## config.mk

```make
export PLATFORM = sky130hd
export DESIGN_NAME = book_side
export DESIGN_NICKNAME = d
export VERILOG_FILES = /design/src/rtl/ob_pkg.sv /design/src/rtl/best_price_tracker.sv /design/src/rtl/book_side.sv
export SDC_FILE = /design/constraint.sdc
export NUM_CORES = 2
export LEC_CHECK = 0
export BUFFER_PORTS_ARGS = -buffer_cell sky130_fd_sc_hd__buf_2
export CAP_MARGIN = 0
export CORE_ASPECT_RATIO = 0.75
export CORE_MARGIN = 3
export CORE_UTILIZATION = 25
export DETAILED_ROUTE_END_ITERATION = 12
export GPL_TIMING_DRIVEN = 1
export PLACE_DENSITY_LB_ADDON = 0.05
export SLEW_MARGIN = 20
export SYNTH_ARGS = -nofsm -noshare
export SYNTH_HDL_FRONTEND = slang
export SYNTH_SLANG_ARGS = --single-unit
```

## constraint.sdc

```tcl
create_clock -name i_clk -period 8.75 [get_ports i_clk]
set_input_delay 0.4375 -clock i_clk [delete_from_list [all_inputs] [get_ports i_clk]]
set_output_delay 0.4375 -clock i_clk [all_outputs]
set_load 0.05 [all_outputs]
```

## src/rtl/ob_pkg.sv

```systemverilog
// book sizes and codes shared by the whole design
// BOOK_DEPTH must equal 2**SLOT_W and COUNT_W must hold BOOK_DEPTH itself
package ob_pkg;

    // book geometry
    localparam int NUM_STOCKS = 4;
    localparam int STOCK_W    = 2;
    localparam int BOOK_DEPTH = 8;
    localparam int SLOT_W     = 3;
    localparam int COUNT_W    = 4;

    // field widths
    localparam int QTY_W   = 16;
    localparam int PRICE_W = 32;
    localparam int ID_W    = 32;

    // i_order_type codes
    localparam logic [1:0] ORD_ADD     = 2'd0;
    localparam logic [1:0] ORD_CANCEL  = 2'd1;
    localparam logic [1:0] ORD_EXECUTE = 2'd2;
    localparam logic [1:0] ORD_NOP     = 2'd3;

    // bit positions in the per-side strobe vectors, same sense as i_trade_type
    localparam int SIDE_ASK = 0;
    localparam int SIDE_BID = 1;

    // best price reported for a side with no orders
    localparam logic [PRICE_W-1:0] EMPTY_BID = '0;
    localparam logic [PRICE_W-1:0] EMPTY_ASK = '1;

endpackage

```

## src/rtl/best_price_tracker.sv

```systemverilog
// running max (bid) or min (ask) over one rescan sweep, one best register per stock
// i_scan_first must come with the first i_scan_step of every sweep
`timescale 1ns/1ps

module best_price_tracker #(
    parameter bit IS_BID = 1'b1
) (
    input  logic                        i_clk,
    input  logic                        i_reset_n,
    input  logic [ob_pkg::STOCK_W-1:0]  i_stock,
    input  logic [ob_pkg::PRICE_W-1:0]  i_price,
    input  logic                        i_scan_first,
    input  logic                        i_scan_step,
    input  logic                        i_scan_commit,
    input  logic                        i_scan_empty,
    input  logic [ob_pkg::STOCK_W-1:0]  i_view_stock,
    output logic [ob_pkg::PRICE_W-1:0]  o_best
);

    logic [ob_pkg::PRICE_W-1:0] best_reg [ob_pkg::NUM_STOCKS];
    logic [ob_pkg::PRICE_W-1:0] running;
    logic [ob_pkg::PRICE_W-1:0] cand;
    logic                       better;

    // candidate includes the price swept in this cycle
    always_comb begin
        better = IS_BID ? (i_price > running) : (i_price < running);
        cand   = (i_scan_first || better) ? i_price : running;
    end

    always_ff @(posedge i_clk) begin
        if (i_scan_step) begin
            running <= cand;
        end
    end

    always_ff @(posedge i_clk) begin
        if (!i_reset_n) begin
            for (int s = 0; s < ob_pkg::NUM_STOCKS; s++) begin
                best_reg[s] <= IS_BID ? ob_pkg::EMPTY_BID : ob_pkg::EMPTY_ASK;
            end
        end else if (i_scan_commit) begin
            best_reg[i_stock] <= cand;
        end else if (i_scan_empty) begin
            best_reg[i_stock] <= IS_BID ? ob_pkg::EMPTY_BID : ob_pkg::EMPTY_ASK;
        end
    end

    assign o_best = best_reg[i_view_stock];

endmodule

```

## src/rtl/book_side.sv

```systemverilog
// order storage for one side of every stock, kept packed from slot 0 upwards
// strobes are one-hot and range checked by the controller
`timescale 1ns/1ps

module book_side #(
    parameter bit IS_BID = 1'b1
) (
    input  logic                        i_clk,
    input  logic                        i_reset_n,
    input  logic [ob_pkg::STOCK_W-1:0]  i_stock,
    input  logic [ob_pkg::SLOT_W-1:0]   i_slot,
    input  logic [ob_pkg::PRICE_W-1:0]  i_price,
    input  logic [ob_pkg::QTY_W-1:0]    i_qty,
    input  logic [ob_pkg::ID_W-1:0]     i_order_id,
    input  logic                        i_add_en,
    input  logic                        i_dec_en,
    input  logic                        i_shift_en,
    input  logic                        i_drop_en,
    input  logic                        i_scan_first,
    input  logic                        i_scan_step,
    input  logic                        i_scan_commit,
    input  logic                        i_scan_empty,
    input  logic [ob_pkg::STOCK_W-1:0]  i_view_stock,
    output logic [ob_pkg::COUNT_W-1:0]  o_count,
    output logic                        o_match,
    output logic [ob_pkg::QTY_W-1:0]    o_slot_qty,
    output logic [ob_pkg::PRICE_W-1:0]  o_best
);

    // flat arrays addressed by {stock, slot}
    logic [ob_pkg::QTY_W-1:0]   qty_mem   [ob_pkg::NUM_STOCKS*ob_pkg::BOOK_DEPTH];
    logic [ob_pkg::PRICE_W-1:0] price_mem [ob_pkg::NUM_STOCKS*ob_pkg::BOOK_DEPTH];
    logic [ob_pkg::ID_W-1:0]    id_mem    [ob_pkg::NUM_STOCKS*ob_pkg::BOOK_DEPTH];
    logic [ob_pkg::COUNT_W-1:0] count     [ob_pkg::NUM_STOCKS];

    logic [ob_pkg::SLOT_W-1:0]          nx_slot;
    logic [ob_pkg::STOCK_W+ob_pkg::SLOT_W-1:0] rd_addr;
    logic [ob_pkg::STOCK_W+ob_pkg::SLOT_W-1:0] nx_addr;
    logic [ob_pkg::STOCK_W+ob_pkg::SLOT_W-1:0] wr_addr;

    assign nx_slot = i_slot + 1'b1;
    assign rd_addr = {i_stock, i_slot};
    assign nx_addr = {i_stock, nx_slot};
    // new orders go to the tail
    assign wr_addr = {i_stock, count[i_stock][ob_pkg::SLOT_W-1:0]};

    always_ff @(posedge i_clk) begin
        if (i_add_en) begin
            qty_mem[wr_addr]   <= i_qty;
            price_mem[wr_addr] <= i_price;
            id_mem[wr_addr]    <= i_order_id;
        end else if (i_dec_en) begin
            qty_mem[rd_addr] <= qty_mem[rd_addr] - i_qty;
        end else if (i_shift_en) begin
            // close the gap left by a removed order
            qty_mem[rd_addr]   <= qty_mem[nx_addr];
            price_mem[rd_addr] <= price_mem[nx_addr];
            id_mem[rd_addr]    <= id_mem[nx_addr];
        end
    end

    always_ff @(posedge i_clk) begin
        if (!i_reset_n) begin
            for (int s = 0; s < ob_pkg::NUM_STOCKS; s++) begin
                count[s] <= '0;
            end
        end else if (i_add_en) begin
            count[i_stock] <= count[i_stock] + 1'b1;
        end else if (i_drop_en) begin
            count[i_stock] <= count[i_stock] - 1'b1;
        end
    end

    assign o_count    = count[i_stock];
    assign o_match    = (id_mem[rd_addr] == i_order_id);
    assign o_slot_qty = qty_mem[rd_addr];

    best_price_tracker #(
        .IS_BID (IS_BID)
    ) u_best (
        .i_clk         (i_clk),
        .i_reset_n     (i_reset_n),
        .i_stock       (i_stock),
        .i_price       (price_mem[rd_addr]),
        .i_scan_first  (i_scan_first),
        .i_scan_step   (i_scan_step),
        .i_scan_commit (i_scan_commit),
        .i_scan_empty  (i_scan_empty),
        .i_view_stock  (i_view_stock),
        .o_best        (o_best)
    );

endmodule

```

Word level (Yosys, flattened, before mapping)
Memories as Yosys holds them, arrays and structs flattened.
Index checks and enable logic that the tools add are counted.
{"block": "word_totals", "input_bits": 97, "reg_bits": 32, "ramBits": 2704, "n_memories": 5}
{"block": "op_classes", "bitwise_logic": 3, "eq_ne": 1, "order_cmp": 1, "addsub": 4, "reduce_logical": 6, "muxes": 42}
{"memory": "id_mem", "depth": 32, "word_bits": 32, "read_ports": 2, "rd_ports_with_merged_regs": 0, "write_ports": 1, "line_no": "book_side.sv:33", "source": "logic [ob_pkg::ID_W-1:0] id_mem [ob_pkg::NUM_STOCKS*ob_pkg::BOOK_DEPTH];"}
{"memory": "price_mem", "depth": 32, "word_bits": 32, "read_ports": 2, "rd_ports_with_merged_regs": 0, "write_ports": 1, "line_no": "book_side.sv:32", "source": "logic [ob_pkg::PRICE_W-1:0] price_mem [ob_pkg::NUM_STOCKS*ob_pkg::BOOK_DEPTH];"}
{"memory": "qty_mem", "depth": 32, "word_bits": 16, "read_ports": 2, "rd_ports_with_merged_regs": 0, "write_ports": 1, "line_no": "book_side.sv:31", "source": "logic [ob_pkg::QTY_W-1:0] qty_mem [ob_pkg::NUM_STOCKS*ob_pkg::BOOK_DEPTH];"}
{"memory": "u_best.best_reg", "depth": 4, "word_bits": 32, "read_ports": 1, "rd_ports_with_merged_regs": 0, "write_ports": 4, "line_no": "best_price_tracker.sv:20", "source": "logic [ob_pkg::PRICE_W-1:0] best_reg [ob_pkg::NUM_STOCKS];"}
{"memory": "count", "depth": 4, "word_bits": 4, "read_ports": 1, "rd_ports_with_merged_regs": 0, "write_ports": 4, "line_no": "book_side.sv:34", "source": "logic [ob_pkg::COUNT_W-1:0] count [ob_pkg::NUM_STOCKS];"}
{"operator": "2-to-1 mux 32 bit", "n": 5}
{"operator": "OR reduction 32 bit", "n": 3}
{"operator": "== test 32 bit", "n": 1}
{"operator": "> comparator 32 bit", "n": 1}
{"operator": "2-to-1 mux 16 bit", "n": 2}
{"operator": "2-to-1 mux 1 bit", "n": 28}
{"operator": "OR reduction 16 bit", "n": 1}
{"operator": "subtractor 16 bit", "n": 1}
{"operator": "2-to-1 mux 5 bit", "n": 3}
{"operator": "2-to-1 mux 4 bit", "n": 2}
{"operator": "adder 4 x 1 -> 4 bit, second input constant", "n": 1}
{"operator": "2-to-1 mux 2 bit", "n": 2}
{"operator": "OR reduction 4 bit", "n": 1}
{"operator": "subtractor 4 x 1 -> 4 bit, second input constant", "n": 1}
{"operator": "adder 3 x 1 -> 3 bit, second input constant", "n": 1}
{"operator": "bitwise OR 1 bit", "n": 3}
{"operator": "logical OR 1 bit", "n": 1}

Depth between registers and ports, before layout
{"block": "logic_depth", "word_depth": 7, "ltp_mapped": 24, "mapped_depth_nobuf": 15}

Modules after synthesis
Synthesis repeated with hierarchy kept, for this count alone.
{"block": "hier_totals", "cells_unflattened": 7327, "hier_area_um2": 129342.8}
{"mod": "book_side", "cells_per_inst": 6742, "seq_area_each_um2": 77354.2, "n_inst": 1, "area_per_inst_um2": 121228.8}
{"mod": "best_price_tracker", "cells_per_inst": 585, "seq_area_each_um2": 4804.6, "n_inst": 1, "area_per_inst_um2": 8114.0}

Least setup slack after synthesis
No wires, ideal clock.
{"block": "synth_timing", "path_type": "input-to-reg", "from": "input i_slot[0] in the netlist's numbering", "to": "memory id_mem[11][0] in the netlist's numbering, enable pin", "cell_stages": 10, "required_time_ps": 8186, "n_path_buf": 6, "setup_slack_ps": 1708, "t_arrival_ps": 6477, "path_cell_list": "buf_4 buf_4 buf_2 buf_2 buf_2 buf_2 inv_1 nor2_1 a32oi_1 nor3_1"}
{"block": "synth_between", "elab_chain_len": 1}
{"item": "start: declaration", "line_no": "book_side.sv:11", "source": "input logic [ob_pkg::SLOT_W-1:0] i_slot,"}
{"item": "2-to-1 mux 5 bit (no line)"}
{"item": "end: declaration", "line_no": "book_side.sv:33"}
No other way between the ends.

Worst setup path in the final report
{"block": "layout_timing", "from": "input i_slot[0] in the netlist's numbering", "to": "output o_match"}
{"block": "layout_between", "elab_chain_len": 2}
{"item": "memory (32 x 32 bit)"}
{"item": "== test 32 bit", "line_no": "book_side.sv:75", "source": "assign o_match = (id_mem[rd_addr] == i_order_id);"}
{"item": "end: declaration", "line_no": "book_side.sv:25", "source": "output logic o_match,"}
No other way between the ends.

==> flow_results.org <==
** Outcome
- The run finished with clean final reports.

** GRT
- Wire length of the first global-routing pass :: 694,000 µm
- Number of global-route vias before repair :: 79,100
- Global routing finished with a remaining overflow of 0.
- Antenna violations before repair :: 24
- GRT Util Overall :: 19.0%
- Maximum number of pins on one net before global-route repair :: 107

** Synthesis
- Per-instance average area after synthesis :: 17.6 µm²
- Counting flops and latches in the post-synthesis netlist gives 2,736.
- Post-synth cell types :: 57
- Yosys mapped a number of flops with a built-in enable equal to 2,736.
- Synthesis warning total :: 0
- The most used flip-flop cell after synthesis is edfxtp_1.
- For this run, the register share of the synthesized area comes to 63.8%.
- In this run the cell area of the synthesized design comes to 0.129 mm².
- Post-Synthesis Net Count :: 7,489
- Gate Count Post-Synth :: 7,340
- After synthesis, the share of flip-flops with an asynchronous set or reset is 0%.

** Detailed routing
- # DRC :: 0
- DRT Pass-1 Iters :: 6
- Initial DRC Count :: 6,451
- Via total after detailed routing :: 75,500
- Using the TritonRoute via totals, the vias-per-cell ratio works out to 5.13.
- The routed design has 508,000 µm of wire.
- Average wire length per cell after detail routing :: 34.5 µm
- Number of nets still failing antenna checks after routing :: 0

** Critical path
- The worst setup path is of the in2out kind.
- Critical-path top delay cell :: nor4_1
- In this design, the stage delay of the slowest critical-path cell is 0.82 ns.
- Along the worst path, the maximum fanout reaches 75.
- Required arrival time at the worst endpoint :: 8.31 ns
- Critical Path End Type :: output port
- Depth of the most critical reg-to-reg path :: 15
- CP Launch Type :: input pin
- Critical path cell sequence :: buf_12 -> buf_4 -> buf_4 -> buf_4 -> mux2i_1 -> a22oi_1 -> a22oi_1 -> a31oi_1 -> nor4_2 -> xnor2_1 -> nor4_1 -> nand4_1 -> nor4_2 -> buf_2
- CP most frequent cell :: buf_4
- Data arrives at the worst endpoint at 6.32 ns.

** Worst hold path
- Counting instances, the worst hold path has a depth of 3.
- In this run the worst hold path is classified as in2reg.

** Run
- Max-cap violations in this run came to 0.

** Place
- Placement Setup Slack :: 1.69 ns
- The congestion estimate from routability-driven global placement came to 0.726.
- Once detailed placement completed, the half-perimeter wirelength came to 273,000 µm.
- Port Buffer Count :: 149
- Summing all placed instances gives a cell area of 0.140 mm².

** Die
- Die ar. :: 0.524 mm²
- In this run the count of I/O pins placed on the die edge is 150.
- The die is 628 µm tall.
- The total area inside the core boundary comes to 0.512 mm².
- Row generation in the floorplan step produced 227 rows.
- Once the floorplan was initialized, standard cells occupied 25.2% of the core.
- From left edge to right edge, the die measures 835 µm.

** Clock network
- Clock Pin Slew Worst Setup and Hold Paths :: 0.05 ns
- Total CTS buffers :: 325
- Clock tree from TritonCTS :: done
- Number of buffers between clock root and the deepest sink :: 4
- Clock Latency Late Sink :: 0.97 ns
- Post-CTS Resized :: 0
- CTS placed an instance of clkbuf_16 at the clock tree root.
- Post-CTS timing repair inserted 0 buffers for setup.
- Hold repair after CTS inserted 10 buffers.
- The clock net in this run drives a total of 2,736 sinks.
- The clock tree synthesis step divided the H-tree into 5 levels.

** Finish
- For this run, the post-layout net count is 7,745.
- Once layout is complete, the utilization of the core stands at 29.4%.
- Relative to the synthesized area, the layout overhead comes to 16.7%.
- In the final layout, the share of cells above drive strength 1 is 29.1%.
- The library cell used most frequently in the layout, excluding fill and tap cells, is edfxtp_1.
- Top flop regs :: id_mem: 1024 flops, price_mem: 1024 flops, qty_mem: 512 flops
- Commonest cells after routing, fill and taps aside :: edfxtp_1 (2,736), mux4_2 (1,212), nand2_1 (826)
- Final design instance area without fill :: 0.150 mm²

** STA
- Post-layout min period :: 6.76 ns
- Hold Vio Cnt, Final :: 0
- PnR worst setup slack :: 1.99 ns
- Setup total negative slack on the finished layout was measured at 0 ns.
- At the pin with the least slew margin, the transition time is 1.15 ns.
- Worst Skew :: 0.0359 ns
- The number of pins exceeding their max-slew limit in the final report is 0.
- Dividing the final minimum period by the clock period gives 77.2%.
- Setup violations remaining at the end of the flow were counted as 0.
- Unrepaired setup endpoints after global routing :: no
- Timing would allow up to 148 MHz.
- Relative slew margins :: 23.0%

** Power and ir drop
- Power spread over the standard cell area amounts to 215 mW/mm².
- Worst VDD drop :: 140 µV
- The analysis attributes to cell leakage a power of 48.1 nW.
[worst paths after layout]
path                      from                end  slack [ns]
max                  i_slot[0]            o_match        1.99
max reg2reg     qty_mem[15][0]    qty_mem[31][12]        3.09
min reg2reg  u_best.running[8]  u_best.running[8]        0.68
min                i_price[20]  price_mem[29][20]        0.05
[Yosys cell counts, types with 7 or more instances]
library cell  count  area (µm²)
a211oi_1        139        1040
a21o_1           16         120
a21oi_1         388        1940
a22o_1           22         193
a22oi_1          74         556
and3_1           12        75.1
buf_1            95         357
buf_2           259        1300
buf_4            15         113
buf_6             9         101
clkbuf_1        180         676
edfxtp_1       2736       82200
ha_1             50         626
inv_1            86         323
mux2i_1         439        4390
mux4_2         1212       27300
nand2_1         828        3110
nand2b_1         10        62.6
nand3_1          56         280
nand4_1          33         206
nor2_1          174         653
nor2b_1           9        56.3
nor3_1           55         275
nor4_1           86         538
o211ai_1          9        67.6
o21ai_0          92         460
o22ai_1         136         851
or2_2            15        93.8
or3_1             7        43.8
xnor2_1          38         333
xor2_1            9        78.8
[metal layers]
metal  up-vias  wire [µm]  global-route usage (%)
li1      31000          -                       -
met1     42000     243000                    27.9
met2      1918     234000                    30.5
met5         -         47                       0
met3       547      21000                    2.37
met4         6       9250                    3.47
[area by class of cell]
type / count / area (µm²)
fill: 50200 / 361000
sequential: 2736 / 82200
multi-input combinational: 3959 / 44700
clock buffer: 400 / 8630
tap: 6870 / 8600
timing repair buffer: 487 / 4270
clock inverter: 182 / 1560
inverter: 87 / 334
antenna: 6 / 15.0
[cells by family after synthesis]
| logic type | after synthesis | synth area share [%] |
|---|---|---|
| buffers and inverters | 645 | 2.23 |
| AND/OR/NAND/NOR | 1294 | 4.25 |
| XOR/XNOR | 47 | 0.320 |
| flip-flops | 2736 | 63.8 |
| AO/OA/AOI/OAI | 915 | 4.31 |
| adder cells (fa/ha/maj) | 52 | 0.517 |
| multiplexers | 1651 | 24.6 |
[power by group]
part | internal [mW] | switching [mW] | leakage, nW | total, mW
sequential | 14.9 | 0.0953 | 25.0 | 15.0
clock | 7.65 | 5.79 | 4.98 | 13.4
combinational | 1.35 | 2.60 | 18.2 | 3.95
[metrics by stage]
stage,power [mW],std cells,hold slack (ns)
2_1_floorplan,17.7,7340,0.550
3_3_place_gp,19.3,14100,0.666
3_5_place_dp,19.3,14100,0.662
4_1_cts,32.9,14700,0.00165
5_1_grt,33.7,14700,0.0376
6_report,32.4,14700,0.0512
[critical path: cells and delay by family]
family,cells,cell delay [ns]
XOR/XNOR,1,0.22
buffers and inverters,5,2.55
AO/OA/AOI/OAI,3,0.44
multiplexers,1,0.27
AND/OR/NAND/NOR,4,2.10
Power figures use the tool's default switching activity.
