[config.mk]
export PLATFORM = sky130hd
export DESIGN_NAME = order_ctrl
export DESIGN_NICKNAME = d
export VERILOG_FILES = /design/src/rtl/ob_pkg.sv /design/src/rtl/order_ctrl.sv
export SDC_FILE = /design/constraint.sdc
export NUM_CORES = 1
export LEC_CHECK = 0
export BUFFER_PORTS_ARGS = -buffer_cell sky130_fd_sc_hd__buf_2
export CAP_MARGIN = 20
export CORE_MARGIN = 8
export CORE_UTILIZATION = 44
export DETAILED_ROUTE_END_ITERATION = 16
export GPL_TIMING_DRIVEN = 0
export PLACE_DENSITY = 0.87
export SYNTH_ARGS = -nofsm -noshare
export SYNTH_HDL_FRONTEND = slang
export SYNTH_SLANG_ARGS = --single-unit
[constraint.sdc]
create_clock -name i_clk -period 7.5 [get_ports i_clk]
set_clock_uncertainty 0.2 [all_clocks]
set_input_delay 0.375 -clock i_clk [delete_from_list [all_inputs] [get_ports i_clk]]
set_output_delay 0.375 -clock i_clk [all_outputs]
set_load 0.005 [all_outputs]
[src/rtl/ob_pkg.sv]
// book sizes and codes shared by the whole design
// BOOK_DEPTH must equal 2**SLOT_W and COUNT_W must hold BOOK_DEPTH itself
package ob_pkg;

    // book geometry
    localparam int NUM_STOCKS = 4;
    localparam int STOCK_W    = 2;
    localparam int BOOK_DEPTH = 8;
    localparam int SLOT_W     = 3;
    localparam int COUNT_W    = 4;

    // field widths
    localparam int QTY_W   = 16;
    localparam int PRICE_W = 32;
    localparam int ID_W    = 32;

    // i_order_type codes
    localparam logic [1:0] ORD_ADD     = 2'd0;
    localparam logic [1:0] ORD_CANCEL  = 2'd1;
    localparam logic [1:0] ORD_EXECUTE = 2'd2;
    localparam logic [1:0] ORD_NOP     = 2'd3;

    // bit positions in the per-side strobe vectors, same sense as i_trade_type
    localparam int SIDE_ASK = 0;
    localparam int SIDE_BID = 1;

    // best price reported for a side with no orders
    localparam logic [PRICE_W-1:0] EMPTY_BID = '0;
    localparam logic [PRICE_W-1:0] EMPTY_ASK = '1;

endpackage

[src/rtl/order_ctrl.sv]
// one command at a time, inputs latched on acceptance while idle
// busy stays high through the cycle in which o_data_valid pulses
`timescale 1ns/1ps

module order_ctrl (
    input  logic                        i_clk,
    input  logic                        i_reset_n,
    input  logic                        i_trade_type,
    input  logic [ob_pkg::STOCK_W-1:0]  i_stock_id,
    input  logic [1:0]                  i_order_type,
    input  logic [ob_pkg::QTY_W-1:0]    i_quantity,
    input  logic [ob_pkg::PRICE_W-1:0]  i_price,
    input  logic [ob_pkg::ID_W-1:0]     i_order_id,
    input  logic [ob_pkg::COUNT_W-1:0]  i_bid_count,
    input  logic [ob_pkg::COUNT_W-1:0]  i_ask_count,
    input  logic                        i_bid_match,
    input  logic                        i_ask_match,
    input  logic [ob_pkg::QTY_W-1:0]    i_bid_slot_qty,
    input  logic [ob_pkg::QTY_W-1:0]    i_ask_slot_qty,
    output logic [ob_pkg::STOCK_W-1:0]  o_stock,
    output logic [ob_pkg::SLOT_W-1:0]   o_slot,
    output logic [ob_pkg::PRICE_W-1:0]  o_price,
    output logic [ob_pkg::QTY_W-1:0]    o_qty,
    output logic [ob_pkg::ID_W-1:0]     o_order_id,
    output logic [1:0]                  o_add_en,
    output logic [1:0]                  o_dec_en,
    output logic [1:0]                  o_shift_en,
    output logic [1:0]                  o_drop_en,
    output logic [1:0]                  o_scan_first,
    output logic [1:0]                  o_scan_step,
    output logic [1:0]                  o_scan_commit,
    output logic [1:0]                  o_scan_empty,
    output logic                        o_book_is_busy,
    output logic                        o_data_valid,
    output logic                        o_cmd_ok
);

    enum logic [2:0] {S_IDLE, S_ADD, S_SEARCH, S_SHIFT, S_SCAN, S_DONE} state, next_state;

    // latched command
    logic                       side_r;
    logic [1:0]                 type_r;
    logic [ob_pkg::STOCK_W-1:0] stock_r;
    logic [ob_pkg::QTY_W-1:0]   qty_r;
    logic [ob_pkg::PRICE_W-1:0] price_r;
    logic [ob_pkg::ID_W-1:0]    id_r;

    // slot index, one wider than a slot so a search can reach the count
    logic [ob_pkg::COUNT_W-1:0] idx;
    logic [ob_pkg::COUNT_W-1:0] next_idx;
    logic                       ok_r;
    logic                       next_ok;

    logic [1:0]                 side_sel;
    logic [ob_pkg::COUNT_W-1:0] cur_count;
    logic                       cur_match;
    logic [ob_pkg::QTY_W-1:0]   cur_qty;
    logic add_en;
    logic dec_en;
    logic shift_en;
    logic drop_en;
    logic scan_first;
    logic scan_step;
    logic scan_commit;
    logic scan_empty;

    always_ff @(posedge i_clk) begin
        if (!i_reset_n) begin
            state <= S_IDLE;
            idx   <= '0;
            ok_r  <= 1'b0;
        end else begin
            state <= next_state;
            idx   <= next_idx;
            ok_r  <= next_ok;
        end
    end

    always_ff @(posedge i_clk) begin
        if (state == S_IDLE && i_order_type != ob_pkg::ORD_NOP) begin
            side_r  <= i_trade_type;
            type_r  <= i_order_type;
            stock_r <= i_stock_id;
            qty_r   <= i_quantity;
            price_r <= i_price;
            id_r    <= i_order_id;
        end
    end

    // feedback from the side named by the latched trade type
    always_comb begin
        side_sel[ob_pkg::SIDE_BID] = side_r;
        side_sel[ob_pkg::SIDE_ASK] = !side_r;
        cur_count = side_r ? i_bid_count : i_ask_count;
        cur_match = side_r ? i_bid_match : i_ask_match;
        cur_qty   = side_r ? i_bid_slot_qty : i_ask_slot_qty;
    end

    always_comb begin
        next_state  = state;
        next_idx    = idx;
        next_ok     = ok_r;
        add_en      = 1'b0;
        dec_en      = 1'b0;
        shift_en    = 1'b0;
        drop_en     = 1'b0;
        scan_first  = 1'b0;
        scan_step   = 1'b0;
        scan_commit = 1'b0;
        scan_empty  = 1'b0;
        case (state)
            S_IDLE: begin
                if (i_order_type != ob_pkg::ORD_NOP) begin
                    next_state = (i_order_type == ob_pkg::ORD_ADD) ? S_ADD : S_SEARCH;
                    next_idx   = '0;
                    next_ok    = 1'b0;
                end
            end
            S_ADD: begin
                if (cur_count == ob_pkg::BOOK_DEPTH[ob_pkg::COUNT_W-1:0]) begin
                    next_state = S_DONE;
                end else begin
                    add_en     = 1'b1;
                    next_ok    = 1'b1;
                    next_state = S_SCAN;
                end
            end
            S_SEARCH: begin
                if (idx == cur_count) begin
                    // id not held on this side
                    next_state = S_DONE;
                end else if (cur_match) begin
                    next_ok = 1'b1;
                    if (type_r == ob_pkg::ORD_EXECUTE && qty_r < cur_qty) begin
                        dec_en     = 1'b1;
                        next_idx   = '0;
                        next_state = S_SCAN;
                    end else begin
                        next_state = S_SHIFT;
                    end
                end else begin
                    next_idx = idx + 1'b1;
                end
            end
            S_SHIFT: begin
                if (idx + 1'b1 < cur_count) begin
                    shift_en = 1'b1;
                    next_idx = idx + 1'b1;
                end else begin
                    drop_en    = 1'b1;
                    next_idx   = '0;
                    next_state = S_SCAN;
                end
            end
            S_SCAN: begin
                if (cur_count == '0) begin
                    scan_empty = 1'b1;
                    next_state = S_DONE;
                end else begin
                    scan_step  = 1'b1;
                    scan_first = (idx == '0);
                    if (idx == cur_count - 1'b1) begin
                        scan_commit = 1'b1;
                        next_state  = S_DONE;
                    end else begin
                        next_idx = idx + 1'b1;
                    end
                end
            end
            S_DONE: begin
                next_state = S_IDLE;
            end
            default: begin
                next_state = S_IDLE;
            end
        endcase
    end

    assign o_stock    = stock_r;
    assign o_slot     = idx[ob_pkg::SLOT_W-1:0];
    assign o_price    = price_r;
    assign o_qty      = qty_r;
    assign o_order_id = id_r;

    assign o_add_en      = {2{add_en}} & side_sel;
    assign o_dec_en      = {2{dec_en}} & side_sel;
    assign o_shift_en    = {2{shift_en}} & side_sel;
    assign o_drop_en     = {2{drop_en}} & side_sel;
    assign o_scan_first  = {2{scan_first}} & side_sel;
    assign o_scan_step   = {2{scan_step}} & side_sel;
    assign o_scan_commit = {2{scan_commit}} & side_sel;
    assign o_scan_empty  = {2{scan_empty}} & side_sel;

    assign o_book_is_busy = (state != S_IDLE);
    assign o_data_valid   = (state == S_DONE);
    assign o_cmd_ok       = (state == S_DONE) && ok_r;

endmodule

==> Word level (Yosys, flattened, before mapping) <==
Index checks and enable logic that the tools add are counted.
{ "totals": {"register_bits": 93, "latch_bits": 0, "mem_bits_rw": 0, "mem_bits_ro": 0, "inputBits": 129, "output_inout_bits": 104, "wordCells": 100, "mem_count": 0} }
{ "op_classes": {"n_addsub": 2, "multipliers": 0, "div": 0, "order_cmp": 2, "n_eq_ne": 20, "n_shift": 0, "muxes": 45, "bitwise": 8, "n_reduce_logical": 14} }
{ "op_table": {"columns": ["operator", "count"], "rows": [
  ["4-bit 2-to-1 mux", 8],
  ["1-bit 2-to-1 mux", 25],
  ["3-bit 2-to-1 mux", 7],
  ["2-bit AND", 8],
  ["16-bit less-than comparator", 1],
  ["16-bit 2-to-1 mux", 1],
  ["4-bit one-hot mux with 4 select lines", 1],
  ["3-bit one-hot mux with 5 select lines", 1],
  ["2-bit != test, second input constant", 7],
  ["3-bit != test, second input constant", 3],
  ["4-bit equality test", 2],
  ["4-bit zero test", 2],
  ["3-bit by 2-bit equality test with 1-bit output, second input constant", 2],
  ["3-bit equality test, second input constant", 2],
  ["6-bit AND reduction", 1],
  ["3-bit nonzero test", 2],
  ["5-bit AND reduction", 1],
  ["4-bit by 1-bit adder with 4-bit output, second input constant", 1],
  ["4-bit equality test, second input constant", 1],
  ["4-bit less-than comparator", 1],
  ["4-bit AND reduction", 1],
  ["4-bit nonzero test", 1],
  ["4-bit by 1-bit subtractor with 4-bit output, second input constant", 1],
  ["3-bit by 1-bit equality test with 1-bit output, second input constant", 1],
  ["8 further kinds", 10]
]} }

==> Logic depth before layout (Yosys ltp) <==
Gate-level depths: netlist of the first run.
{ "logic_depth": {"ltp_word": 8, "depth_mapped": 12, "ltp_nobuf": 10} }

==> Worst setup path before layout of the first run <==
OpenSTA, ideal clock, no wires.
{ "synth_timing": {"kind": "reg2reg", "startpoint": "register state[0] (netlist bit)", "endpoint": "register id_r (netlist bit o_order_id[0]) (enable)", "setup_ns": 0.558, "arrival_time_ns": 4.848, "t_required_ns": 6.742, "slack_ns": 1.894, "stages_incl_launch_ff": 4, "path_buffers": 0, "synth_period_minus_slack_ns": 5.606, "path_cell_list": "dfxtp_1 nor2_1 nand2_1 a21oi_1"} }
{ "synth_between": {"elab_chain_len": 2} }
{ "synth_rtl": {"columns": ["item", "line", "source"], "rows": [
  ["from (decl)", "order_ctrl.sv:38", "enum logic [2:0] {S_IDLE, S_ADD, S_SEARCH, S_SHIFT, S_SCAN, S_DONE} state, next_state;"],
  ["from (signal assigned)", "order_ctrl.sv:73", "state <= next_state;"],
  ["3-bit zero test", "order_ctrl.sv:80", "if (state == S_IDLE && i_order_type != ob_pkg::ORD_NOP) begin"],
  ["1-bit logical AND", "order_ctrl.sv:80", null],
  ["to (signal assigned)", "order_ctrl.sv:86", "id_r <= i_order_id;"],
  ["to (decl)", "order_ctrl.sv:46", "logic [ob_pkg::ID_W-1:0] id_r;"]
]} }
Every way passes these cells.
A chain may end at the register's enable or synchronous reset.

==> Final worst setup path of the first run <==
{ "layout_timing": {"startpoint": "register side_r", "endpoint": "output o_dec_en[0]"} }
{ "layout_between": {"elab_chain_len": 8, "word_cells_on_any_way": 12, "classes_between": "1 x order compare; 1 x eq/ne; 7 x mux; 1 x bitwise; 2 x reduce/logical"} }
{ "layout_rtl": {"columns": ["item", "line", "source"], "rows": [
  ["from (decl)", "order_ctrl.sv:41", "logic side_r;"],
  ["from (signal assigned)", "order_ctrl.sv:81", "side_r <= i_trade_type;"],
  ["16-bit 2-to-1 mux", "order_ctrl.sv:96", "cur_qty = side_r ? i_bid_slot_qty : i_ask_slot_qty;"],
  ["16-bit less-than comparator", "order_ctrl.sv:134", "if (type_r == ob_pkg::ORD_EXECUTE && qty_r < cur_qty) begin"],
  ["1-bit logical AND", "order_ctrl.sv:134", null],
  ["1-bit 2-to-1 mux", "order_ctrl.sv:134", null],
  ["1-bit 2-to-1 mux", "order_ctrl.sv:132", "end else if (cur_match) begin"],
  ["1-bit 2-to-1 mux", "order_ctrl.sv:129", "if (idx == cur_count) begin"],
  ["1-bit 2-to-1 mux", "order_ctrl.sv:111", "case (state)"],
  ["2-bit AND (*)", "order_ctrl.sv:186", "assign o_dec_en = {2{dec_en}} & side_sel;"],
  ["to (decl)", "order_ctrl.sv:26", "output logic [1:0] o_dec_en,"]
]} }
Every way passes the cells marked *; elsewhere a longest branch is shown, timed or not.

==> metrics, run 1 <==
total power per unit cell area 340.2 nW/um^2; TritonCTS clock tree yes; status completed; Die Ht 113.0 um; Slew headroom 0.3766; R2R Setup Slk 3.31 ns; Placeable Area 9196 sq um; I/O pin count 233; Post-Synthesis Cell Area 4139 sq um; Pwr Total 2.218 mW; Startpoint Class register; Worst EP arrival 3.66 ns; share of cells above drive strength 1 0.4277; Least-Margin Pin Slew 0.9330 ns; final WL 16,220 um; post-synthesis sequential area ratio 0.6554; GRT Overall Usage 0.2491; LEAKAGE 2.945 nW; Fin. Hold Viols 0; mean routed wirelength per cell 22.07 um; worst-case clock buffer depth 2; # H-tree levels 3; Reg-to-Reg End idx[0]$_SDFFE_PN0P_; Final #Nets 768; via count 3,913; VDD IR max 0.1849 mV; RR Startpoint side_r$_DFFE_PP_; synthesized instance count 290; Setup-failing EPs final 0; DRT antenna net count 0; Syn Area/Cell 14.27 sq um; Clock transition at path regs 0.11 ns; chip width 113.0 um; CTS Root Cell clkbuf_8; critical path class reg -> out; Worst Setup SP side_r$_DFFE_PP_; Hold Path Class in -> reg; # port buffers 231; Fmax achieved 0.2360 GHz; routability cong. 0.9079; PostCTS Resize Cnt 0; syn_nets 441; worst hold start i_order_type[0]; Initial Util 0.4501; Setup TNS 0 ns; required time of the critical path 6.92 ns; Setup crit end kind primary output; clock latency on the worst-skew pair 0.35 ns; most frequent cells in the layout buf_2, edfxtp_1, dlygate4sd3_1; largest net degree at the start of global routing 32; max cap viols 0; via/cell ratio 5.324; Area growth syn-to-layout 57.53%; #FFs+latches synth 93; final hold slack 0.1403 ns; CTS Buf Count 9; row cnt 35; min Tclk post-route 4.238 ns; DRC 0; top fanout value on the critical path 10; commonest non-fill, non-tap cell in the layout buf_2; fin. max-slew vios 0; vias in the first global route 4,185; grt total ovfl 0; worst r2r path cells 12; Syn. warnings 0; Pre-antenna DRT Iters 6; final period utilization 0.5651; Critical Path End o_dec_en[0]; post-synth cell types 51; hpwl dp 10,860 um; first-pass GRT wire length 24,230 um; Die ar. 12,770 sq um; initial antenna violation count 3; clock sinks 93; RSZ-0062 raised after global routing no; DR iter-0 viols 257
[critical path, stage by stage (launching register included)]
cell	delay, ns
edfxtp_1	0.36
buf_6	0.16
buf_2	0.29
buf_1	0.60
mux2i_1	0.27
ha_1	0.29
a21oi_1	0.16
o21ai_0	0.11
nor3_2	0.32
o41ai_4	0.17
nor4_1	0.40
buf_2	0.19
[synthesized netlist by cell type, drive strengths merged]
cell | number | area [sq um]
clkbuf | 2 | 17.51
nor2b | 2 | 12.51
or3 | 1 | 6.260
and2 | 4 | 26.28
clkdlybuf4s18 | 1 | 10.01
nor2 | 16 | 60.06
mux2 | 2 | 22.52
o21ai | 8 | 40.04
nand4 | 5 | 31.28
nor4 | 3 | 33.78
mux2i | 21 | 226.5
a22o | 2 | 17.52
and3 | 2 | 12.51
or4 | 2 | 15.01
o211ai | 4 | 30.03
a221oi | 1 | 8.760
a21boi | 1 | 7.510
buf | 7 | 46.29
a31o | 4 | 35.03
edfxtp | 85 | 2552
a211oi | 1 | 12.51
nor3b | 2 | 15.01
nand3 | 3 | 15.01
a311oi | 1 | 8.760
o22ai | 1 | 6.260
nand3b | 3 | 22.52
dfxtp | 8 | 160.2
nand2b | 1 | 6.260
ha | 22 | 275.3
nand2 | 23 | 86.33
and4 | 1 | 8.760
inv | 13 | 48.80
o41ai | 1 | 27.53
a21oi | 13 | 65.06
nor3 | 13 | 70.07
a41oi | 1 | 8.760
a31oi | 2 | 12.51
xnor2 | 5 | 51.30
xor2 | 2 | 17.52
o32ai | 1 | 8.760
[how the worst min path moves through the flow]
stage / end / slack [ns] / depth (start not counted)
final: type_r[0]$_DFFE_PP_ / 0.14 / 1
after global routing: type_r[0]$_DFFE_PP_ / 0.13 / 1
after CTS: type_r[0]$_DFFE_PP_ / 0.12 / 1
after detailed placement: idx[3]$_SDFFE_PN0P_ / 0.34 / 2
after global placement: idx[3]$_SDFFE_PN0P_ / 0.33 / 2
after floorplan: o_order_id[0]$_DFFE_PP_ / 0.27 / 0
[report_power, final]
group / leakage (nW) / switching, mW / internal (mW)
Sequential: 0.893 / 0.100 / 0.851
Combinational: 1.95 / 0.550 / 0.376
Clock: 0.0981 / 0.209 / 0.132
Total: 2.95 / 0.859 / 1.36
[kinds of logic (layout without fill, tap and decap cells)]
group	after synthesis	in the layout	share of synthesized area
AND/OR/NAND/NOR	81	81	0.1019
adder cells (fa/ha/maj)	22	22	0.06650
XOR/XNOR	7	7	0.01663
multiplexers	23	23	0.06016
buffers and inverters	23	355	0.02962
other	0	2	0
flip-flops	93	93	0.6554
AO/OA/AOI/OAI	41	41	0.06983
[flip-flops by register name (all words and copies together), names as in the netlist]
| signal | flops |
|---|---|
| o_order_id | 32 |
| o_price | 32 |
| state | 3 |
| o_qty | 16 |
| ok_r | 1 |
| o_stock | 2 |
| idx | 4 |
| side_r | 1 |
| type_r | 2 |
[routing by layer]
| metal | vias to the layer above | track usage | wire length [um] |
|---|---|---|---|
| met5 | - | 0 | 27 |
| met4 | 4 | 0.1066 | 609 |
| met3 | 54 | 0.09744 | 1768 |
| met2 | 261 | 0.4417 | 8330 |
| met1 | 1840 | 0.2565 | 5489 |
| li1 | 1754 | - | - |
[repair_timing]
item                       in CTS  in global routing
hold endpoints to repair       83                  0
buffers inserted                0                  0
hold buffers                   83                  0
setup endpoints to repair       0                  0
[stage by stage]
step | utilization | setup slack [ns] | cell area [sq um] | instances
after detailed placement | 0.5965 | 3.402 | 5485 | 634
final | 0.7090 | 3.262 | 6520 | 735
after CTS | 0.7084 | 3.262 | 6515 | 733
after floorplan | - | 1.894 | 4139 | 290
after global placement | 0.5909 | 0.4023 | 5434 | 632
after global routing | 0.7090 | 3.082 | 6520 | 735
[final cells by class]
| cell class | count | area [sq um] |
|---|---|---|
| fill | 596 | 2676 |
| multi-input combinational | 174 | 1315 |
| clock buffer | 9 | 123.9 |
| antenna | 2 | 5.005 |
| timing repair buffer | 316 | 2027 |
| buffer | 10 | 73.82 |
| clock inverter | 7 | 75.07 |
| sequential | 93 | 2713 |
| inverter | 13 | 48.80 |
| tap | 111 | 138.9 |
Note: power is estimated with default switching activity, not from simulation.
==> run 2: changes to the inputs <==
--- a/config.mk
+++ b/config.mk
@@ -8,10 +8,10 @@
 export BUFFER_PORTS_ARGS = -buffer_cell sky130_fd_sc_hd__buf_2
 export CAP_MARGIN = 20
 export CORE_MARGIN = 8
-export CORE_UTILIZATION = 44
+export CORE_UTILIZATION = 40
 export DETAILED_ROUTE_END_ITERATION = 16
 export GPL_TIMING_DRIVEN = 0
-export PLACE_DENSITY = 0.87
+export PLACE_DENSITY = 0.83
 export SYNTH_ARGS = -nofsm -noshare
 export SYNTH_HDL_FRONTEND = slang
 export SYNTH_SLANG_ARGS = --single-unit
==> constraint.sdc (replaced) <==
create_clock -name i_clk -period 3.4 [get_ports i_clk]
set_clock_uncertainty 0.2 [all_clocks]
set_input_delay 0.17 -clock i_clk [delete_from_list [all_inputs] [get_ports i_clk]]
set_output_delay 0.17 -clock i_clk [all_outputs]
set_load 0.005 [all_outputs]
==> run 2 against run 1 <==
Against the previous run:
- global-route usage decreased by 4.0 points
- register-to-register slack got worse by 3.1 ns
- combinational power increased by 130%
- sequential cell count unchanged
- largest power group is now combinational cells
==> metrics, run 2 (same netlist as run 1, synthesis figures left out) <==
CTS Root Cell clkbuf_8; DRT antenna net count 0 (unchanged); Register Area 2713 sq um (unchanged); Fmax achieved 0.3163 GHz; Clock transition at path regs 0.10 ns (about the same); first-pass GRT wire length 22,730 um (-6.2%); clock latency on the worst-skew pair 0.36 ns (about the same); routability cong. 0.8985 (-1.0%); via/cell ratio 4.950 (-7.0%); mean routed wirelength per cell 19.40 um (-12%); Clock Power Share 0.161 (+0.007); cells along the critical path buf_8 > clkbuf_4 > mux2i_1 > ha_1 > o211ai_1 > a211oi_2 > nor3_2 > o41ai_4 > nor4_2 > buf_2; Setup crit end kind primary output; area post-placement 5552 sq um (+1.2%); # H-tree levels 3 (unchanged); Pre-antenna DRT Iters 4 (-2); initial antenna violation count 1 (-2); required time of the critical path 3.03 ns (-3.89 ns); design area 6651 sq um (+2.0%); Least-Margin Pin Slew 0.6449 ns (-0.2881 ns); Hold Crit Endpoint idx[0]$_SDFFE_PN0P_; VDD IR max 0.4462 mV (+140%); Comb power frac 0.422 (+0.005); most frequent cells in the layout buf_2, dlygate4sd3_1, edfxtp_1; final WL 14,760 um (-9.0%); Placeable Area 10,180 sq um (+11%); Die Ht 117.7 um (+4.2%); Die ar. 13,860 sq um (+8.5%); Area growth syn-to-layout 60.70%; # port buffers 231 (unchanged); Multi-input gate area 1334 sq um (+1.4%); CTS Buf Count 9 (unchanged); Post-CTS Setup Inserts 0 (unchanged); worst hold start i_reset_n; hpwl dp 10,310 um (-5.0%); Int Pwr 3.131 mW (+130%); top fanout value on the critical path 18 (+8); largest net degree at the start of global routing 29 (-9.4%); via count 3,767 (-3.7%); LEAKAGE 2.987 nW (+1.4%); Pwr Total 4.956 mW (+120%); grt total ovfl 0 (unchanged); Fin. Hold Viols 0 (unchanged); status completed; Cells on Worst Hold Path 2 (+1); row cnt 37 (+5.7%); net load switching power 1.826 mW (+110%); Max stage delay on crit path 0.44 ns (-0.16 ns); Final #Nets 770 (+0.26%); Post-Place Cells 660 (+4.1%); Sw Share 0.3684 (-0.01902); Setup TNS 0 ns (unchanged); Reg-to-Reg End idx[0]$_SDFFE_PN0P_; Non-Filler Instances 761 (+3.5%); vias in the first global route 4,059 (-3.0%); pre-CTS setup slack -0.6644 ns (-4.066 ns); share of cells above drive strength 1 0.4343 (+0.006642); GRT Overall Usage 0.2090 (-0.04005); fin. max-slew vios 0 (unchanged); RR Startpoint side_r$_DFFE_PP_; I/O pin count 233 (unchanged); min Tclk post-route 3.161 ns; TritonCTS clock tree yes; Startpoint Class register; Initial Util 0.4064 (-0.04368); Slew headroom 0.5655 (+0.1889); worst r2r path cells 11 (-1); chip width 117.7 um (+4.2%); Hold Path Class in -> reg; DRC 0 (unchanged); worst-case clock buffer depth 2 (unchanged); Flop pwr share 0.417 (-0.012); critical path class reg -> out; Fillers 742 (+24%); R2R Setup Slk 0.24 ns (-3.07 ns); setup ws final 0.2386 ns (-3.024 ns); commonest non-fill, non-tap cell in the layout buf_2; max cap viols 0 (unchanged); Setup-failing EPs final 0 (unchanged); final hold slack 0.08873 ns (-0.05156 ns); final core occ 0.6531 (-0.05591); total power per unit cell area 745.2 nW/um^2 (+120%); final period utilization 0.9298; clock sinks 93 (unchanged); slowest CP cell o41ai_4; DR iter-0 viols 247 (-3.9%); Worst EP arrival 2.79 ns (-0.87 ns)
-- run 2: what timing repair did --
item,CTS,global route
setup endpoints to repair,9,3
hold buffers,85,0
resized for setup,4,5
cloned,0,0
pin swaps,0,2
hold endpoints to repair,85,0
-- run 2: worst max-delay path: cells and delay by family, from the launching register on --
| family | cells | cell delay, ns |
|---|---|---|
| AOI/OAI and AO/OA | 3 | 0.80 |
| and+or+nand+nor | 2 | 0.20 |
| muxes | 1 | 0.24 |
| adders and majority gates | 1 | 0.20 |
| buffers and inverters | 3 | 0.62 |
| DFF | 1 | 0.37 |
-- run 2: how the worst max path moves through the flow --
stage                     cells past startpoint              from                  end
after floorplan                              12  side_r$_DFFE_PP_  idx[0]$_SDFFE_PN0P_
after global placement                       12  side_r$_DFFE_PP_  idx[0]$_SDFFE_PN0P_
after detailed placement                     12  side_r$_DFFE_PP_  idx[0]$_SDFFE_PN0P_
after CTS                                    10  side_r$_DFFE_PP_          o_dec_en[1]
after global routing                         10  side_r$_DFFE_PP_          o_dec_en[1]
final                                        10  side_r$_DFFE_PP_          o_dec_en[1]
-- run 2: area by class of cell --
cell class	count	share of cell area
diodes	1	0.0003762
plain buffers	9	0.01260
clock buffers	9	0.01862
clock inverters	7	0.01411
inverters	13	0.007336
multi-input cells	174	0.2005
flip-flops and latches	93	0.4078
well taps	136	0.02558
repair buffers	319	0.3130
-- run 2: power groups by stage --
stage          sequential [mW]  combinational, mW  clock (mW)
2_1_floorplan             2.13              0.939           0
3_3_place_gp              2.08               1.79           0
3_5_place_dp              2.05               1.99           0
4_1_cts                   2.03               2.08       0.814
5_1_grt                   2.11               2.26       0.866
6_report                  2.07               2.09       0.798
-- run 2: metal layers --
metal	part of all wire	up-vias	global-route usage
met5	0	-	0
met4	0.020	0	0.07206
met3	0.10	16	0.08777
met2	0.50	201	0.3594
met1	0.37	1789	0.2269
li1	-	1761	-
==> run 3: changes to the inputs <==
--- a/config.mk
+++ b/config.mk
@@ -12,6 +12,7 @@
 export DETAILED_ROUTE_END_ITERATION = 16
 export GPL_TIMING_DRIVEN = 0
 export PLACE_DENSITY = 0.83
+export REMOVE_ABC_BUFFERS = 1
 export SYNTH_ARGS = -nofsm -noshare
 export SYNTH_HDL_FRONTEND = slang
 export SYNTH_SLANG_ARGS = --single-unit
==> run 3 against run 2 <==
Against the previous run:
- setup slack better by 0.065 ns
- wire length shrank 4.1%
- core utilization down 0.80 points
- clock-buffer cell count unchanged
- first-iteration DRC count decreased by 6.9%
- sequential power hardly changed
- sequential cell count is the same
==> metrics, run 3 (same netlist as run 1, synthesis figures left out) <==
Clock transition at path regs 0.11 ns (about the same); design area 6570 sq um (-1.2%); Worst EP arrival 2.73 ns (-0.06 ns); chip width 117.7 um (unchanged); commonest non-fill, non-tap cell in the layout buf_2; Startpoint Class register; routability cong. 0.9054 (+0.77%); Register Area 2713 sq um (unchanged); Area growth syn-to-layout 58.74%; Setup-failing EPs final 0 (unchanged); mean routed wirelength per cell 18.73 um (-3.4%); top fanout value on the critical path 10 (-8); first-pass GRT wire length 21,740 um (-4.4%); CTS Root Cell clkbuf_8; Worst Setup SP side_r$_DFFE_PP_; R2R Setup Slk 0.34 ns (+0.10 ns); Post-Place Cells 651 (-1.4%); Least-Margin Pin Slew 0.9408 ns (+0.2959 ns); Reg-to-Reg End idx[0]$_SDFFE_PN0P_; Die Ht 117.7 um (unchanged); critical path class reg -> out; Non-Filler Instances 756 (-0.66%); largest net degree at the start of global routing 32 (+10%); status completed; max cap viols 0 (unchanged); required time of the critical path 3.03 ns (about the same); Setup TNS 0 ns (unchanged); Slew headroom 0.3714 (-0.1941); Placeable Area 10,180 sq um (unchanged); via count 3,730 (-0.98%); Setup crit end kind primary output; clock latency on the worst-skew pair 0.36 ns (about the same); final core occ 0.6451 (-0.007985); row cnt 37 (unchanged); via/cell ratio 4.934 (-0.33%); setup ws final 0.3034 ns (+0.06482 ns); GRT Overall Usage 0.1992 (-0.009822); RR Startpoint side_r$_DFFE_PP_; total power per unit cell area 733.0 nW/um^2 (-1.6%); DR iter-0 viols 230 (-6.9%); min Tclk post-route 3.097 ns (-0.06482 ns); final hold slack 0.3088 ns (+0.2201 ns); hpwl dp 9791 um (-5.1%); vias in the first global route 4,042 (-0.42%); Critical Path End o_scan_commit[0]; I/O pin count 233 (unchanged); grt total ovfl 0 (unchanged); final WL 14,160 um (-4.1%); # H-tree levels 3 (unchanged); initial antenna violation count 1 (unchanged); clock sinks 93 (unchanged); fin. max-slew vios 0 (unchanged); RSZ-0062 raised after global routing no; share of cells above drive strength 1 0.4265 (-0.007801); Final #Nets 765 (-0.65%); Initial Util 0.4064 (unchanged); Pwr Total 4.816 mW (-2.8%); Multi-input gate area 1321 sq um (-0.94%); worst r2r path cells 9 (-2); DRC 0 (unchanged); Hold Path Class in -> reg; final period utilization 0.9108 (-0.01907); CTS Buf Count 9 (unchanged); Pre-antenna DRT Iters 4 (unchanged); Fmax achieved 0.3229 GHz (+2.1%); Fillers 736 (-0.81%); most frequent cells in the layout buf_2, dlygate4sd3_1, edfxtp_1; DRT antenna net count 0 (unchanged); TritonCTS clock tree yes; area post-placement 5475 sq um (-1.4%); VDD IR max 0.3989 mV (-11%); LEAKAGE 2.946 nW (-1.4%); # port buffers 232 (+0.43%); Die ar. 13,860 sq um (unchanged); pre-CTS setup slack -0.4094 ns (+0.2551 ns); Fin. Hold Viols 0 (unchanged); worst-case clock buffer depth 2 (unchanged)
==> run 3: worst min path at each step <==
stage / startpoint / endpoint / slack, ns / depth (start not counted)
2_1_floorplan: i_order_id[0] / o_order_id[0]$_DFFE_PP_ / 0.07 / 0
3_3_place_gp: i_order_id[24] / o_order_id[24]$_DFFE_PP_ / 0.15 / 1
3_5_place_dp: i_stock_id[0] / o_stock[0]$_DFFE_PP_ / 0.15 / 1
4_1_cts: i_ask_count[2] / state[0]$_SDFFE_PN0P_ / 0.28 / 5
5_1_grt: i_price[4] / o_price[4]$_DFFE_PP_ / 0.28 / 2
6_report: i_price[4] / o_price[4]$_DFFE_PP_ / 0.31 / 2
==> run 3: layer usage <==
metal | GRT usage | vias to the layer above | routed length (um)
met2 | 0.3580 | 203 | 7352
met3 | 0.07338 | 24 | 1395
li1 | - | 1753 | -
met4 | 0.08807 | 0 | 330
met5 | 0 | - | 0
met1 | 0.2024 | 1750 | 5084
==> run 3: layout make-up <==
class	instances	area share
clock buffers	9	0.01885
diodes	1	0.0003809
well taps	136	0.02590
inverters	13	0.007427
flip-flops and latches	93	0.4129
clock inverters	7	0.01314
repair buffers	323	0.3203
multi-input cells	174	0.2011
==> run 3: power breakdown <==
group,total (mW),switching [mW],internal [mW]
Clock,0.770,0.419,0.351
Combinational,1.97,1.14,0.830
Sequential,2.07,0.197,1.87
==> run 3: critical path: stages (launching register included) <==
cell      delay, ns
edfxtp_1       0.44
buf_4          0.25
mux2i_1        0.36
ha_1           0.31
xnor2_1        0.10
or3_1          0.38
a31o_1         0.26
nor3_1         0.13
buf_2          0.14
==> run 3: repair_timing <==
action / in CTS / in global routing
hold buffers: 86 / 0
endpoints found under the setup margin: 8 / 1
gates resized for setup: 0 / 1
buffers inserted: 2 / 0
hold endpoints to repair: 93 / 0
